## src/common/csr_config.svh

```systemverilog
// Machine-mode CSR file configuration with addresses, write masks, reset and ID values
`ifndef CSR_CONFIG_SVH
`define CSR_CONFIG_SVH

// Widths fixed by RV32
`define CSR_XLEN              32
`define CSR_ADDR_W            12
`define CSR_CNT_W             64

// ----------------------------------------
// Register addresses
// ----------------------------------------
`define CSR_ADDR_MSTATUS      12'h300
`define CSR_ADDR_MISA         12'h301
`define CSR_ADDR_MIE          12'h304
`define CSR_ADDR_MTVEC        12'h305
`define CSR_ADDR_MCOUNTINHIBIT 12'h320
`define CSR_ADDR_MSCRATCH     12'h340
`define CSR_ADDR_MEPC         12'h341
`define CSR_ADDR_MCAUSE       12'h342
`define CSR_ADDR_MTVAL        12'h343
`define CSR_ADDR_MIP          12'h344
`define CSR_ADDR_MCYCLE       12'hB00
`define CSR_ADDR_MINSTRET     12'hB02
`define CSR_ADDR_MCYCLEH      12'hB80
`define CSR_ADDR_MINSTRETH    12'hB82
`define CSR_ADDR_MVENDORID    12'hF11
`define CSR_ADDR_MARCHID      12'hF12
`define CSR_ADDR_MIMPID       12'hF13
`define CSR_ADDR_MHARTID      12'hF14

// ----------------------------------------
// Write masks, a set bit is writable
// ----------------------------------------
// MIE (bit 3) and MPIE (bit 7)
`define CSR_MASK_MSTATUS      32'h0000_0088
// MSIE, MTIE and MEIE
`define CSR_MASK_MIE          32'h0000_0888
// Mode bit 1 stays zero, only direct and vectored modes
`define CSR_MASK_MTVEC        32'hFFFF_FFFD
// CY and IR only, bit 1 has no counter behind it
`define CSR_MASK_MCOUNTINHIBIT 32'h0000_0005
`define CSR_MASK_FULL         32'hFFFF_FFFF

// ----------------------------------------
// Reset and constant values
// ----------------------------------------
`define CSR_RESET_VECTOR      32'h0000_0100
// MXL = 1 (RV32), I extension
`define CSR_MISA_VALUE        32'h4000_0100
`define CSR_MVENDORID_VALUE   32'h0000_0000
`define CSR_MARCHID_VALUE     32'h0000_0000
`define CSR_MIMPID_VALUE      32'h0000_0001
`define CSR_MHARTID_VALUE     32'h0000_0000
// MPP pair 12:11, always machine mode
`define CSR_MSTATUS_MPP       32'h0000_1800

`endif
```

## src/common/csr_pkg.sv

```systemverilog
// Shared types of the machine-mode CSR file: words, enums and bus structs
`default_nettype none

`include "csr_config.svh"

package csr_pkg;

   // Plain vectors with a meaning
   typedef logic [`CSR_XLEN-1:0]   xlen_t;
   typedef logic [`CSR_ADDR_W-1:0] csr_addr_t;
   typedef logic [`CSR_XLEN-1:0]   cause_t;
   typedef logic [`CSR_CNT_W-1:0]  counter_t;

   // Access operations, same low bits as the funct3 encoding
   typedef enum logic [1:0] {
      CSR_RW = 2'b01,
      CSR_RS = 2'b10,
      CSR_RC = 2'b11
   } csr_op_e;

   // ----------------------------------------
   // Register select
   // ----------------------------------------
   // Counter halves are separate entries
   typedef enum logic [4:0] {
      REG_NONE,
      REG_MSTATUS,
      REG_MISA,
      REG_MIE,
      REG_MTVEC,
      REG_MCOUNTINHIBIT,
      REG_MSCRATCH,
      REG_MEPC,
      REG_MCAUSE,
      REG_MTVAL,
      REG_MIP,
      REG_MCYCLE,
      REG_MCYCLEH,
      REG_MINSTRET,
      REG_MINSTRETH,
      REG_MVENDORID,
      REG_MARCHID,
      REG_MIMPID,
      REG_MHARTID
   } csr_reg_e;

   // ----------------------------------------
   // Bus structs
   // ----------------------------------------
   // One access, 47 bits
   typedef struct packed {
      logic      valid;
      csr_op_e   op;
      csr_addr_t addr;
      xlen_t     wdata;
   } csr_req_t;

   // Decoded access, 42 bits
   typedef struct packed {
      logic     valid;
      csr_reg_e reg_sel;
      csr_op_e  op;
      xlen_t    wdata;
      logic     write_en;
      logic     illegal;
   } csr_sel_t;

   // Trap entry, 97 bits
   typedef struct packed {
      logic   take;
      cause_t cause;
      xlen_t  epc;
      xlen_t  tval;
   } trap_req_t;

   // Access response, 34 bits
   typedef struct packed {
      logic  valid;
      xlen_t rdata;
      logic  illegal;
   } csr_rsp_t;

   // Every stored register, 13 words
   typedef struct packed {
      xlen_t mstatus;
      xlen_t mie;
      xlen_t mtvec;
      xlen_t mcountinhibit;
      xlen_t mscratch;
      xlen_t mepc;
      xlen_t mcause;
      xlen_t mtval;
      xlen_t mip;
      xlen_t mcycle_lo;
      xlen_t mcycle_hi;
      xlen_t minstret_lo;
      xlen_t minstret_hi;
   } csr_state_t;

endpackage

`default_nettype wire

```

## src/csr/csr_unit.sv

```systemverilog
// Machine-mode CSR file top level joining decode, storage and response
`timescale 1ns/10ps
`default_nettype none

module csr_unit
   import csr_pkg::*;
(
   input  logic      clk_in,
   input  logic      rst,
   input  csr_req_t  req,
   input  trap_req_t trap,
   input  logic      mret,
   input  logic      retire,
   input  logic      irq_sw,
   input  logic      irq_timer,
   input  logic      irq_ext,
   output csr_rsp_t  rsp,
   output xlen_t     trap_pc,
   output xlen_t     epc,
   output logic      irq_pending
);

   // Decoded access, shared by storage and response
   csr_sel_t   sel;
   // Current register contents
   csr_state_t state;

   // ----------------------------------------
   // Address decode, same cycle
   // ----------------------------------------
   csr_decode i_csr_decode
   (
      .req (req),
      .sel (sel)
   );

   // ----------------------------------------
   // Register update
   // ----------------------------------------
   csr_regs i_csr_regs
   (
      .clk_in      (clk_in),
      .rst         (rst),
      .sel         (sel),
      .trap        (trap),
      .mret        (mret),
      .retire      (retire),
      .irq_sw      (irq_sw),
      .irq_timer   (irq_timer),
      .irq_ext     (irq_ext),
      .state       (state),
      .trap_pc     (trap_pc),
      .epc         (epc),
      .irq_pending (irq_pending)
   );

   // Registered read response, old value before the write
   csr_result i_csr_result
   (
      .clk_in (clk_in),
      .rst    (rst),
      .sel    (sel),
      .state  (state),
      .rsp    (rsp)
   );

endmodule

`default_nettype wire

```

## src/csr/csr_result.sv

```systemverilog
// CSR read mux with the registered access response
`timescale 1ns/10ps
`default_nettype none

`include "csr_config.svh"

module csr_result
   import csr_pkg::*;
(
   input  logic       clk_in,
   input  logic       rst,
   input  csr_sel_t   sel,
   input  csr_state_t state,
   output csr_rsp_t   rsp
);

   xlen_t rdata_sel;
   xlen_t rdata_q;
   logic  valid_q;
   logic  illegal_q;

   // ----------------------------------------
   // Old value of the selected register
   // ----------------------------------------
   always_comb
   begin
      case (sel.reg_sel)
         // MPP always reads as machine mode
         REG_MSTATUS:       rdata_sel = state.mstatus | `CSR_MSTATUS_MPP;
         REG_MISA:          rdata_sel = `CSR_MISA_VALUE;
         REG_MIE:           rdata_sel = state.mie;
         REG_MTVEC:         rdata_sel = state.mtvec;
         REG_MCOUNTINHIBIT: rdata_sel = state.mcountinhibit;
         REG_MSCRATCH:      rdata_sel = state.mscratch;
         REG_MEPC:          rdata_sel = state.mepc;
         REG_MCAUSE:        rdata_sel = state.mcause;
         REG_MTVAL:         rdata_sel = state.mtval;
         REG_MIP:           rdata_sel = state.mip;
         REG_MCYCLE:        rdata_sel = state.mcycle_lo;
         REG_MCYCLEH:       rdata_sel = state.mcycle_hi;
         REG_MINSTRET:      rdata_sel = state.minstret_lo;
         REG_MINSTRETH:     rdata_sel = state.minstret_hi;
         REG_MVENDORID:     rdata_sel = `CSR_MVENDORID_VALUE;
         REG_MARCHID:       rdata_sel = `CSR_MARCHID_VALUE;
         REG_MIMPID:        rdata_sel = `CSR_MIMPID_VALUE;
         REG_MHARTID:       rdata_sel = `CSR_MHARTID_VALUE;
         default:           rdata_sel = '0;
      endcase
      // Illegal access returns zero
      if (sel.illegal)
         rdata_sel = '0;
   end

   // ----------------------------------------
   // Response register
   // ----------------------------------------
   always_ff @(posedge clk_in)
   begin
      if (rst)
      begin
         valid_q   <= 1'b0;
         illegal_q <= 1'b0;
      end
      else
      begin
         valid_q   <= sel.valid;
         illegal_q <= sel.illegal;
      end
   end

   always_ff @(posedge clk_in)
   begin
      rdata_q <= rdata_sel;
   end

   assign rsp = '{valid: valid_q, rdata: rdata_q, illegal: illegal_q};

endmodule

`default_nettype wire

```

## src/csr/csr_regs.sv

```systemverilog
// CSR storage with masked writes, trap entry, mret, counters and interrupt sampling
`timescale 1ns/10ps
`default_nettype none

`include "csr_config.svh"

module csr_regs
   import csr_pkg::*;
(
   input  logic       clk_in,
   input  logic       rst,
   input  csr_sel_t   sel,
   input  trap_req_t  trap,
   input  logic       mret,
   input  logic       retire,
   input  logic       irq_sw,
   input  logic       irq_timer,
   input  logic       irq_ext,
   output csr_state_t state,
   output xlen_t      trap_pc,
   output xlen_t      epc,
   output logic       irq_pending
);

   csr_state_t nxt;
   logic       wr;
   logic       cycle_inc;
   logic       instret_inc;
   counter_t   mcycle_nxt;
   counter_t   minstret_nxt;
   xlen_t      mtvec_base;
   xlen_t      vector_off;

   // Read-modify-write of one register, hard-wired bits keep their old value
   function automatic xlen_t apply_op(csr_op_e op, xlen_t old, xlen_t wd, xlen_t mask);
      xlen_t val;
      case (op)
         CSR_RW:  val = wd;
         CSR_RS:  val = old | wd;
         CSR_RC:  val = old & ~wd;
         default: val = old;
      endcase
      return (old & ~mask) | (val & mask);
   endfunction

   // A trap or mret in the same cycle wins over the CSR write
   assign wr = sel.write_en && !trap.take && !mret;

   // ----------------------------------------
   // Counters
   // ----------------------------------------
   assign cycle_inc    = !state.mcountinhibit[0];
   assign instret_inc  = retire && !state.mcountinhibit[2];
   assign mcycle_nxt   = {state.mcycle_hi, state.mcycle_lo} + counter_t'(cycle_inc);
   assign minstret_nxt = {state.minstret_hi, state.minstret_lo} + counter_t'(instret_inc);

   // ----------------------------------------
   // Next state
   // ----------------------------------------
   always_comb
   begin
      nxt = state;

      // Interrupt lines land in MSIP, MTIP, MEIP
      nxt.mip = '0;
      nxt.mip[3]  = irq_sw;
      nxt.mip[7]  = irq_timer;
      nxt.mip[11] = irq_ext;

      {nxt.mcycle_hi, nxt.mcycle_lo}     = mcycle_nxt;
      {nxt.minstret_hi, nxt.minstret_lo} = minstret_nxt;

      if (wr)
      begin
         case (sel.reg_sel)
            REG_MSTATUS:
               nxt.mstatus = apply_op(sel.op, state.mstatus, sel.wdata, `CSR_MASK_MSTATUS);
            REG_MIE:
               nxt.mie = apply_op(sel.op, state.mie, sel.wdata, `CSR_MASK_MIE);
            REG_MTVEC:
               nxt.mtvec = apply_op(sel.op, state.mtvec, sel.wdata, `CSR_MASK_MTVEC);
            REG_MCOUNTINHIBIT:
               nxt.mcountinhibit = apply_op(sel.op, state.mcountinhibit, sel.wdata,
                                            `CSR_MASK_MCOUNTINHIBIT);
            REG_MSCRATCH:
               nxt.mscratch = apply_op(sel.op, state.mscratch, sel.wdata, `CSR_MASK_FULL);
            REG_MEPC:
               nxt.mepc = apply_op(sel.op, state.mepc, sel.wdata, `CSR_MASK_FULL);
            REG_MCAUSE:
               nxt.mcause = apply_op(sel.op, state.mcause, sel.wdata, `CSR_MASK_FULL);
            REG_MTVAL:
               nxt.mtval = apply_op(sel.op, state.mtval, sel.wdata, `CSR_MASK_FULL);
            // Written half replaces the increment, other half holds
            REG_MCYCLE:
            begin
               nxt.mcycle_lo = apply_op(sel.op, state.mcycle_lo, sel.wdata, `CSR_MASK_FULL);
               nxt.mcycle_hi = state.mcycle_hi;
            end
            REG_MCYCLEH:
            begin
               nxt.mcycle_hi = apply_op(sel.op, state.mcycle_hi, sel.wdata, `CSR_MASK_FULL);
               nxt.mcycle_lo = state.mcycle_lo;
            end
            REG_MINSTRET:
            begin
               nxt.minstret_lo = apply_op(sel.op, state.minstret_lo, sel.wdata,
                                          `CSR_MASK_FULL);
               nxt.minstret_hi = state.minstret_hi;
            end
            REG_MINSTRETH:
            begin
               nxt.minstret_hi = apply_op(sel.op, state.minstret_hi, sel.wdata,
                                          `CSR_MASK_FULL);
               nxt.minstret_lo = state.minstret_lo;
            end
            default:
               nxt.mip = nxt.mip;
         endcase
      end

      // Trap entry stacks MIE into MPIE
      if (trap.take)
      begin
         nxt.mepc       = trap.epc;
         nxt.mcause     = trap.cause;
         nxt.mtval      = trap.tval;
         nxt.mstatus[7] = state.mstatus[3];
         nxt.mstatus[3] = 1'b0;
      end
      else if (mret)
      begin
         nxt.mstatus[3] = state.mstatus[7];
         nxt.mstatus[7] = 1'b1;
      end
   end

   always_ff @(posedge clk_in)
   begin
      if (rst)
      begin
         state       <= '0;
         state.mtvec <= `CSR_RESET_VECTOR;
      end
      else
      begin
         state <= nxt;
      end
   end

   // ----------------------------------------
   // Trap target and interrupt pending
   // ----------------------------------------
   assign mtvec_base = {state.mtvec[31:2], 2'b00};
   // Vectored mode jumps to base plus four times the interrupt code
   assign vector_off = {state.mcause[29:0], 2'b00};
   assign trap_pc    = (state.mtvec[0] && state.mcause[31]) ? mtvec_base + vector_off
                                                            : mtvec_base;

   assign epc         = state.mepc;
   assign irq_pending = state.mstatus[3] && |(state.mie & state.mip);

endmodule

`default_nettype wire

```

## src/csr/csr_decode.sv

```systemverilog
// CSR address decode into a register select with legality and write enable
`timescale 1ns/10ps
`default_nettype none

`include "csr_config.svh"

module csr_decode
   import csr_pkg::*;
(
   input  csr_req_t req,
   output csr_sel_t sel
);

   csr_reg_e reg_sel;
   logic     read_only;
   logic     would_write;
   logic     writable;
   logic     illegal;

   // ----------------------------------------
   // Address map
   // ----------------------------------------
   always_comb
   begin
      case (req.addr)
         `CSR_ADDR_MSTATUS:       reg_sel = REG_MSTATUS;
         `CSR_ADDR_MISA:          reg_sel = REG_MISA;
         `CSR_ADDR_MIE:           reg_sel = REG_MIE;
         `CSR_ADDR_MTVEC:         reg_sel = REG_MTVEC;
         `CSR_ADDR_MCOUNTINHIBIT: reg_sel = REG_MCOUNTINHIBIT;
         `CSR_ADDR_MSCRATCH:      reg_sel = REG_MSCRATCH;
         `CSR_ADDR_MEPC:          reg_sel = REG_MEPC;
         `CSR_ADDR_MCAUSE:        reg_sel = REG_MCAUSE;
         `CSR_ADDR_MTVAL:         reg_sel = REG_MTVAL;
         `CSR_ADDR_MIP:           reg_sel = REG_MIP;
         `CSR_ADDR_MCYCLE:        reg_sel = REG_MCYCLE;
         `CSR_ADDR_MCYCLEH:       reg_sel = REG_MCYCLEH;
         `CSR_ADDR_MINSTRET:      reg_sel = REG_MINSTRET;
         `CSR_ADDR_MINSTRETH:     reg_sel = REG_MINSTRETH;
         `CSR_ADDR_MVENDORID:     reg_sel = REG_MVENDORID;
         `CSR_ADDR_MARCHID:       reg_sel = REG_MARCHID;
         `CSR_ADDR_MIMPID:        reg_sel = REG_MIMPID;
         `CSR_ADDR_MHARTID:       reg_sel = REG_MHARTID;
         default:                 reg_sel = REG_NONE;
      endcase
   end

   // ----------------------------------------
   // Legality
   // ----------------------------------------
   // Top address bits 11 means read-only space
   assign read_only = &req.addr[11:10];

   // Set and clear with zero data only read
   assign would_write = (req.op == CSR_RW) || (req.wdata != '0);

   // misa is WARL and ignores writes, mip follows the interrupt lines
   assign writable = !read_only &&
                     !(reg_sel inside {REG_NONE, REG_MISA, REG_MIP});

   assign illegal = req.valid &&
                    ((reg_sel == REG_NONE) || (read_only && would_write));

   // Pass data and op through with the decoded select
   assign sel = '{valid:    req.valid,
                  reg_sel:  reg_sel,
                  op:       req.op,
                  wdata:    req.wdata,
                  write_en: req.valid && !illegal && writable && would_write,
                  illegal:  illegal};

endmodule

`default_nettype wire

```

## config.mk

```make
export PLATFORM = sky130hd
export DESIGN_NAME = csr_unit
export DESIGN_NICKNAME = d
export VERILOG_FILES = /design/src/common/csr_pkg.sv /design/src/csr/csr_unit.sv /design/src/csr/csr_result.sv /design/src/csr/csr_regs.sv /design/src/csr/csr_decode.sv
export VERILOG_INCLUDE_DIRS = /design/src /design/src/common
export SDC_FILE = /design/constraint.sdc
export NUM_CORES = 1
export LEC_CHECK = 0
export ABC_AREA = 1
export BUFFER_PORTS_ARGS = -buffer_cell sky130_fd_sc_hd__buf_2
export CAP_MARGIN = 20
export CORE_ASPECT_RATIO = 1.75
export CORE_MARGIN = 5
export CORE_UTILIZATION = 36
export DETAILED_ROUTE_END_ITERATION = 10
export PLACE_DENSITY_LB_ADDON = 0.08
export SYNTH_ARGS = -nofsm -noshare
export SYNTH_HDL_FRONTEND = slang
export SYNTH_SLANG_ARGS = --single-unit
```

## constraint.sdc

```tcl
create_clock -name clk_in -period 2.4 [get_ports clk_in]
set_clock_uncertainty 0.15 [all_clocks]
set_input_delay 0.24 -clock clk_in [delete_from_list [all_inputs] [get_ports clk_in]]
set_output_delay 0.24 -clock clk_in [all_outputs]
set_load 0.05 [all_outputs]
```

==> summary.log <==
qor: final_layout.area_of_the_multi_input_gates 0.0175 mm²
qor: clocking.clk_transition_reported_paths 0.06 ns
qor: sta.totalNegativeSetupSlack -24.39 ns
qor: critical_path.critical_path_arrival 3.08 ns
qor: synthesis.synth_flop_cell sky130_fd_sc_hd__dfxtp_1
qor: sta.final.period_utilization 1.45
qor: routing.topRoutingLayerUsed met5
qor: sta.post-route-worst-setup-slack -1.07 ns
qor: global_routing.number_of_global_route_vias_before_repair 32400
qor: critical_path.worst_path_dominant_cell_family simple AND/OR/NAND/NOR gates
qor: clocking.clock_insertion_delay_worst_skew 0.60 ns
qor: synthesis.seq_area_frac_synth 0.264
qor: critical_path.path_max_fanout 4
qor: routing.remaining_drc_errors 0
qor: synthesis.synth_cell_types 56
qor: critical_path.worst_ep_required_time 2.01 ns
qor: routing.via_per_inst 5.39
qor: synthesis.synthesized_instance_count 4340
qor: routing.route.detailed.wl_per_inst 23.1 µm
qor: clocking.tritoncts_num_sinks 331
qor: place.detailed_placement_hpwl 112000 µm
qor: routing.detail_route.iter0.violations 3370
qor: critical_path.worst-r2r-cell-count 17
qor: global_routing.globalRouteOverflowTotal 0
qor: place.placement.io_buffers 247
qor: clocking.cts_buffer_depth 3
qor: place.dp_worst_setup_slack -0.627 ns
qor: routing.wirelength_met1 54800 µm
qor: critical_path.start_kind register
qor: sta.worst_slew_margin_rel 0.382
qor: routing.wl 144000 µm
qor: synthesis.synth.yosys.warnings 0
qor: run.maxCapViolCount 0
qor: synthesis.postSynthRegisterBits 331
qor: die.die_y 359 µm
qor: critical_path.crit_path_max_incr_delay 0.35 ns
qor: routing.wl_met3 9330 µm
qor: global_routing.wire_length_of_the_first_global_routing_pass 206000 µm
qor: hold_path.timing.hold.worst.class primary input to register
qor: clocking.tritoncts.num_buffers 39
qor: place.place_congestion 1.03
qor: critical_path.critical_path_class register to primary output
qor: clocking.tritoncts built
qor: routing.vias 33600
qor: critical_path.critical_path.slowest_cell sky130_fd_sc_hd__dfxtp_2
qor: synthesis.ys_async_sr_fraction 0
qor: critical_path.cp_cell_sequence ha_4 -> inv_2 -> fa_2 -> inv_2 -> nand3_2 -> nand2_2 -> nand2_2 -> o211ai_1 -> nand2_1 -> nand2_2 -> a21boi_4 -> buf_4 -> buf_6 -> inv_4 -> nand2_4 -> nand3_2 -> nand3_2 -> o21ai_2 -> buf_6
qor: sta.achievable-frequency 288 MHz
qor: die.core_region_area 0.0695 mm²
qor: synthesis.synth_enable_flop_cells 0
qor: synthesis.netlist_area 0.0251 mm²
qor: critical_path.total_number_of_cells_along_the_worst_setup_path 19
qor: power_and_ir_drop.vdd_drop_max 0.537 mV
qor: final_layout.mostFrequentLayoutCell sky130_fd_sc_hd__nand2_1
qor: final_layout.layout.area.seq 0.00666 mm²
qor: die.fp-row-count 128
qor: sta.timing.final.hold_violations 0
qor: sta.final.min_clock_period 3.47 ns
qor: final_layout.share_of_layout_cells_above_drive_strength_1 0.272
qor: hold_path.worstHoldPathCells 5
qor: synthesis.syn-mean-instance-area 5.79 µm²
qor: final_layout.top_library_cells_by_usage_in_the_layout_fill_and_taps_aside sky130_fd_sc_hd__nand2_1 (1177), sky130_fd_sc_hd__buf_4 (689), sky130_fd_sc_hd__nor2_1 (644)
qor: die.design.die.area 0.0754 mm²
qor: routing.routed-wl-met2 68900 µm
qor: global_routing.initial_antenna_violation_count 2
qor: power_and_ir_drop.power_leakage 17.3 nW
qor: die.die_wd 210 µm
qor: sta.timing.final.max_slew_violations 0
qor: outcome.outcome complete, but fails checks
qor: power_and_ir_drop.power.density 374 mW/mm²
qor: routing.detail-route-antenna-nets 0
qor: critical_path.timing.critical_path.buf_inv 6
qor: sta.worstMarginPinSlew 0.928 ns
qor: final_layout.fillerInstances 7224
qor: final_layout.syn2layout_area_growth 49.6%
qor: die.pin_count 250
qor: clocking.cts.root.buffer_cell sky130_fd_sc_hd__clkbuf_16
qor: global_routing.grt_start_max_net_pins 142
qor: final_layout.nNetsFinal 5475
qor: routing.drt_pass1_iterations 6
qor: outcome.failed_checks setup timing
qor: sta.setup-violations-final 76
qor: critical_path.end_kind primary output
qor: sta.rsz0062_at_grt true
qor: global_routing.grt.total_usage 0.361
qor: die.initial_utilization 0.361
qor: clocking.h-tree-depth 2
-- metrics by stage --
| step | power [mW] | area (µm²) | instances | hold WS (ns) | utilization |
|---|---|---|---|---|---|
| floorplan | 6.76 | 25400 | 4341 | 0.197 | - |
| global placement | 7.66 | 32800 | 5993 | 0.302 | 0.472 |
| detailed placement | 7.65 | 32800 | 5993 | 0.303 | 0.472 |
| CTS | 14.1 | 36500 | 6203 | 0.00314 | 0.525 |
| global route | 14.5 | 37600 | 6229 | 0.0594 | 0.541 |
| finish | 14.1 | 37600 | 6231 | 0.0267 | 0.541 |
-- what timing repair did --
| action | CTS | global route |
|---|---|---|
| gates resized for setup | 270 | 220 |
| hold endpoints to repair | 129 | 0 |
| setup endpoints to repair | 101 | 302 |
| hold buffers | 108 | 0 |
| gates cloned | 0 | 1 |
| setup buffers | 45 | 41 |
| pin swaps | 102 | 155 |
-- final cells by class --
cell class | count | area share
clock buffer | 54 | 0.0294
tap | 910 | 0.0303
sequential | 331 | 0.177
clock inverter | 16 | 0.00429
inverter | 421 | 0.0425
multi-input combinational | 3347 | 0.467
timing repair buffer | 1150 | 0.249
antenna | 2 | 0.000133
-- layer usage --
metal,track usage,up-vias
met4,0.224,2
met3,0.0469,394
met1,0.424,15700
met5,0,-
met2,0.618,1510
li1,-,16000
-- synthesized netlist by cell type, types with 4 or more instances --
master,number,area share
sky130_fd_sc_hd__o21ai_0,310,0.062
sky130_fd_sc_hd__nor4_1,24,0.0060
sky130_fd_sc_hd__a211oi_1,44,0.013
sky130_fd_sc_hd__buf_1,32,0.0048
sky130_fd_sc_hd__nor2_1,704,0.11
sky130_fd_sc_hd__nor2_2,6,0.0015
sky130_fd_sc_hd__buf_4,41,0.012
sky130_fd_sc_hd__a22oi_1,11,0.0033
sky130_fd_sc_hd__dfxtp_1,331,0.26
sky130_fd_sc_hd__buf_2,41,0.0082
sky130_fd_sc_hd__nand4_1,51,0.013
sky130_fd_sc_hd__xnor2_1,9,0.0031
sky130_fd_sc_hd__xor2_1,121,0.042
sky130_fd_sc_hd__nand2_1,1232,0.18
sky130_fd_sc_hd__inv_2,9,0.0013
sky130_fd_sc_hd__clkinv_1,7,0.0010
sky130_fd_sc_hd__nand3_1,298,0.059
sky130_fd_sc_hd__a21o_1,7,0.0021
sky130_fd_sc_hd__a21oi_1,221,0.044
sky130_fd_sc_hd__a31oi_1,29,0.0072
sky130_fd_sc_hd__nor3_1,66,0.013
sky130_fd_sc_hd__clkbuf_1,122,0.018
sky130_fd_sc_hd__ha_1,33,0.016
sky130_fd_sc_hd__nand2_2,6,0.0015
sky130_fd_sc_hd__o22ai_1,100,0.025
sky130_fd_sc_hd__a221oi_1,19,0.0066
sky130_fd_sc_hd__nand3_2,4,0.0016
sky130_fd_sc_hd__or2_2,6,0.0015
sky130_fd_sc_hd__buf_6,6,0.0027
sky130_fd_sc_hd__inv_1,405,0.061
-- final timing paths --
kind,startpoint,to,slack (ns)
worst max register to register,i_csr_regs.state[288]$_SDFFE_PP0P_,i_csr_regs.state[92]$_SDFFE_PP0P_,-0.21
worst max-delay path,i_csr_regs.state[322]$_SDFFE_PP0P_,trap_pc[30],-1.07
worst min-delay path,trap[12],i_csr_regs.state[172]$_SDFFE_PP0P_,0.03
worst min register to register,i_csr_regs.state[256]$_SDFFE_PP0P_,i_csr_regs.state[256]$_SDFFE_PP0P_,0.33
-- report_power, final --
group / total, mW / switching [mW] / internal (mW) / leakage (nW)
clock network: 6.27 / 2.81 / 3.46 / 0.620
logic: 2.09 / 1.32 / 0.770 / 14.0
registers: 5.70 / 0.107 / 5.60 / 2.70
total: 14.1 / 4.23 / 9.82 / 17.3
-- worst register-to-register path: cells and delay by family, from the launching register on --
kind	cells	cell delay, ns
simple gates	9	0.97
fa+ha+maj	2	0.31
compound gates	1	0.12
buf+inv	4	0.51
flops	1	0.33
xor+xnor	1	0.16
-- kinds of logic after synthesis --
family | after synthesis | share of synthesized area
and+or+nand+nor | 2415 | 0.393
AOI/OAI and AO/OA | 766 | 0.172
buffers and inverters | 663 | 0.109
DFF | 331 | 0.264
xor gates and xnor gates | 130 | 0.0453
adders and majority gates | 34 | 0.0172
other | 1 | 0.000149
-- flip-flops by register name, summed over array words and instances (netlist names) --
register / flops
i_csr_regs.epc: 32
i_csr_result.valid_q: 1
i_csr_result.illegal_q: 1
i_csr_result.rdata_q: 32
i_csr_regs.state: 265
Power figures use the tool's default switching activity.
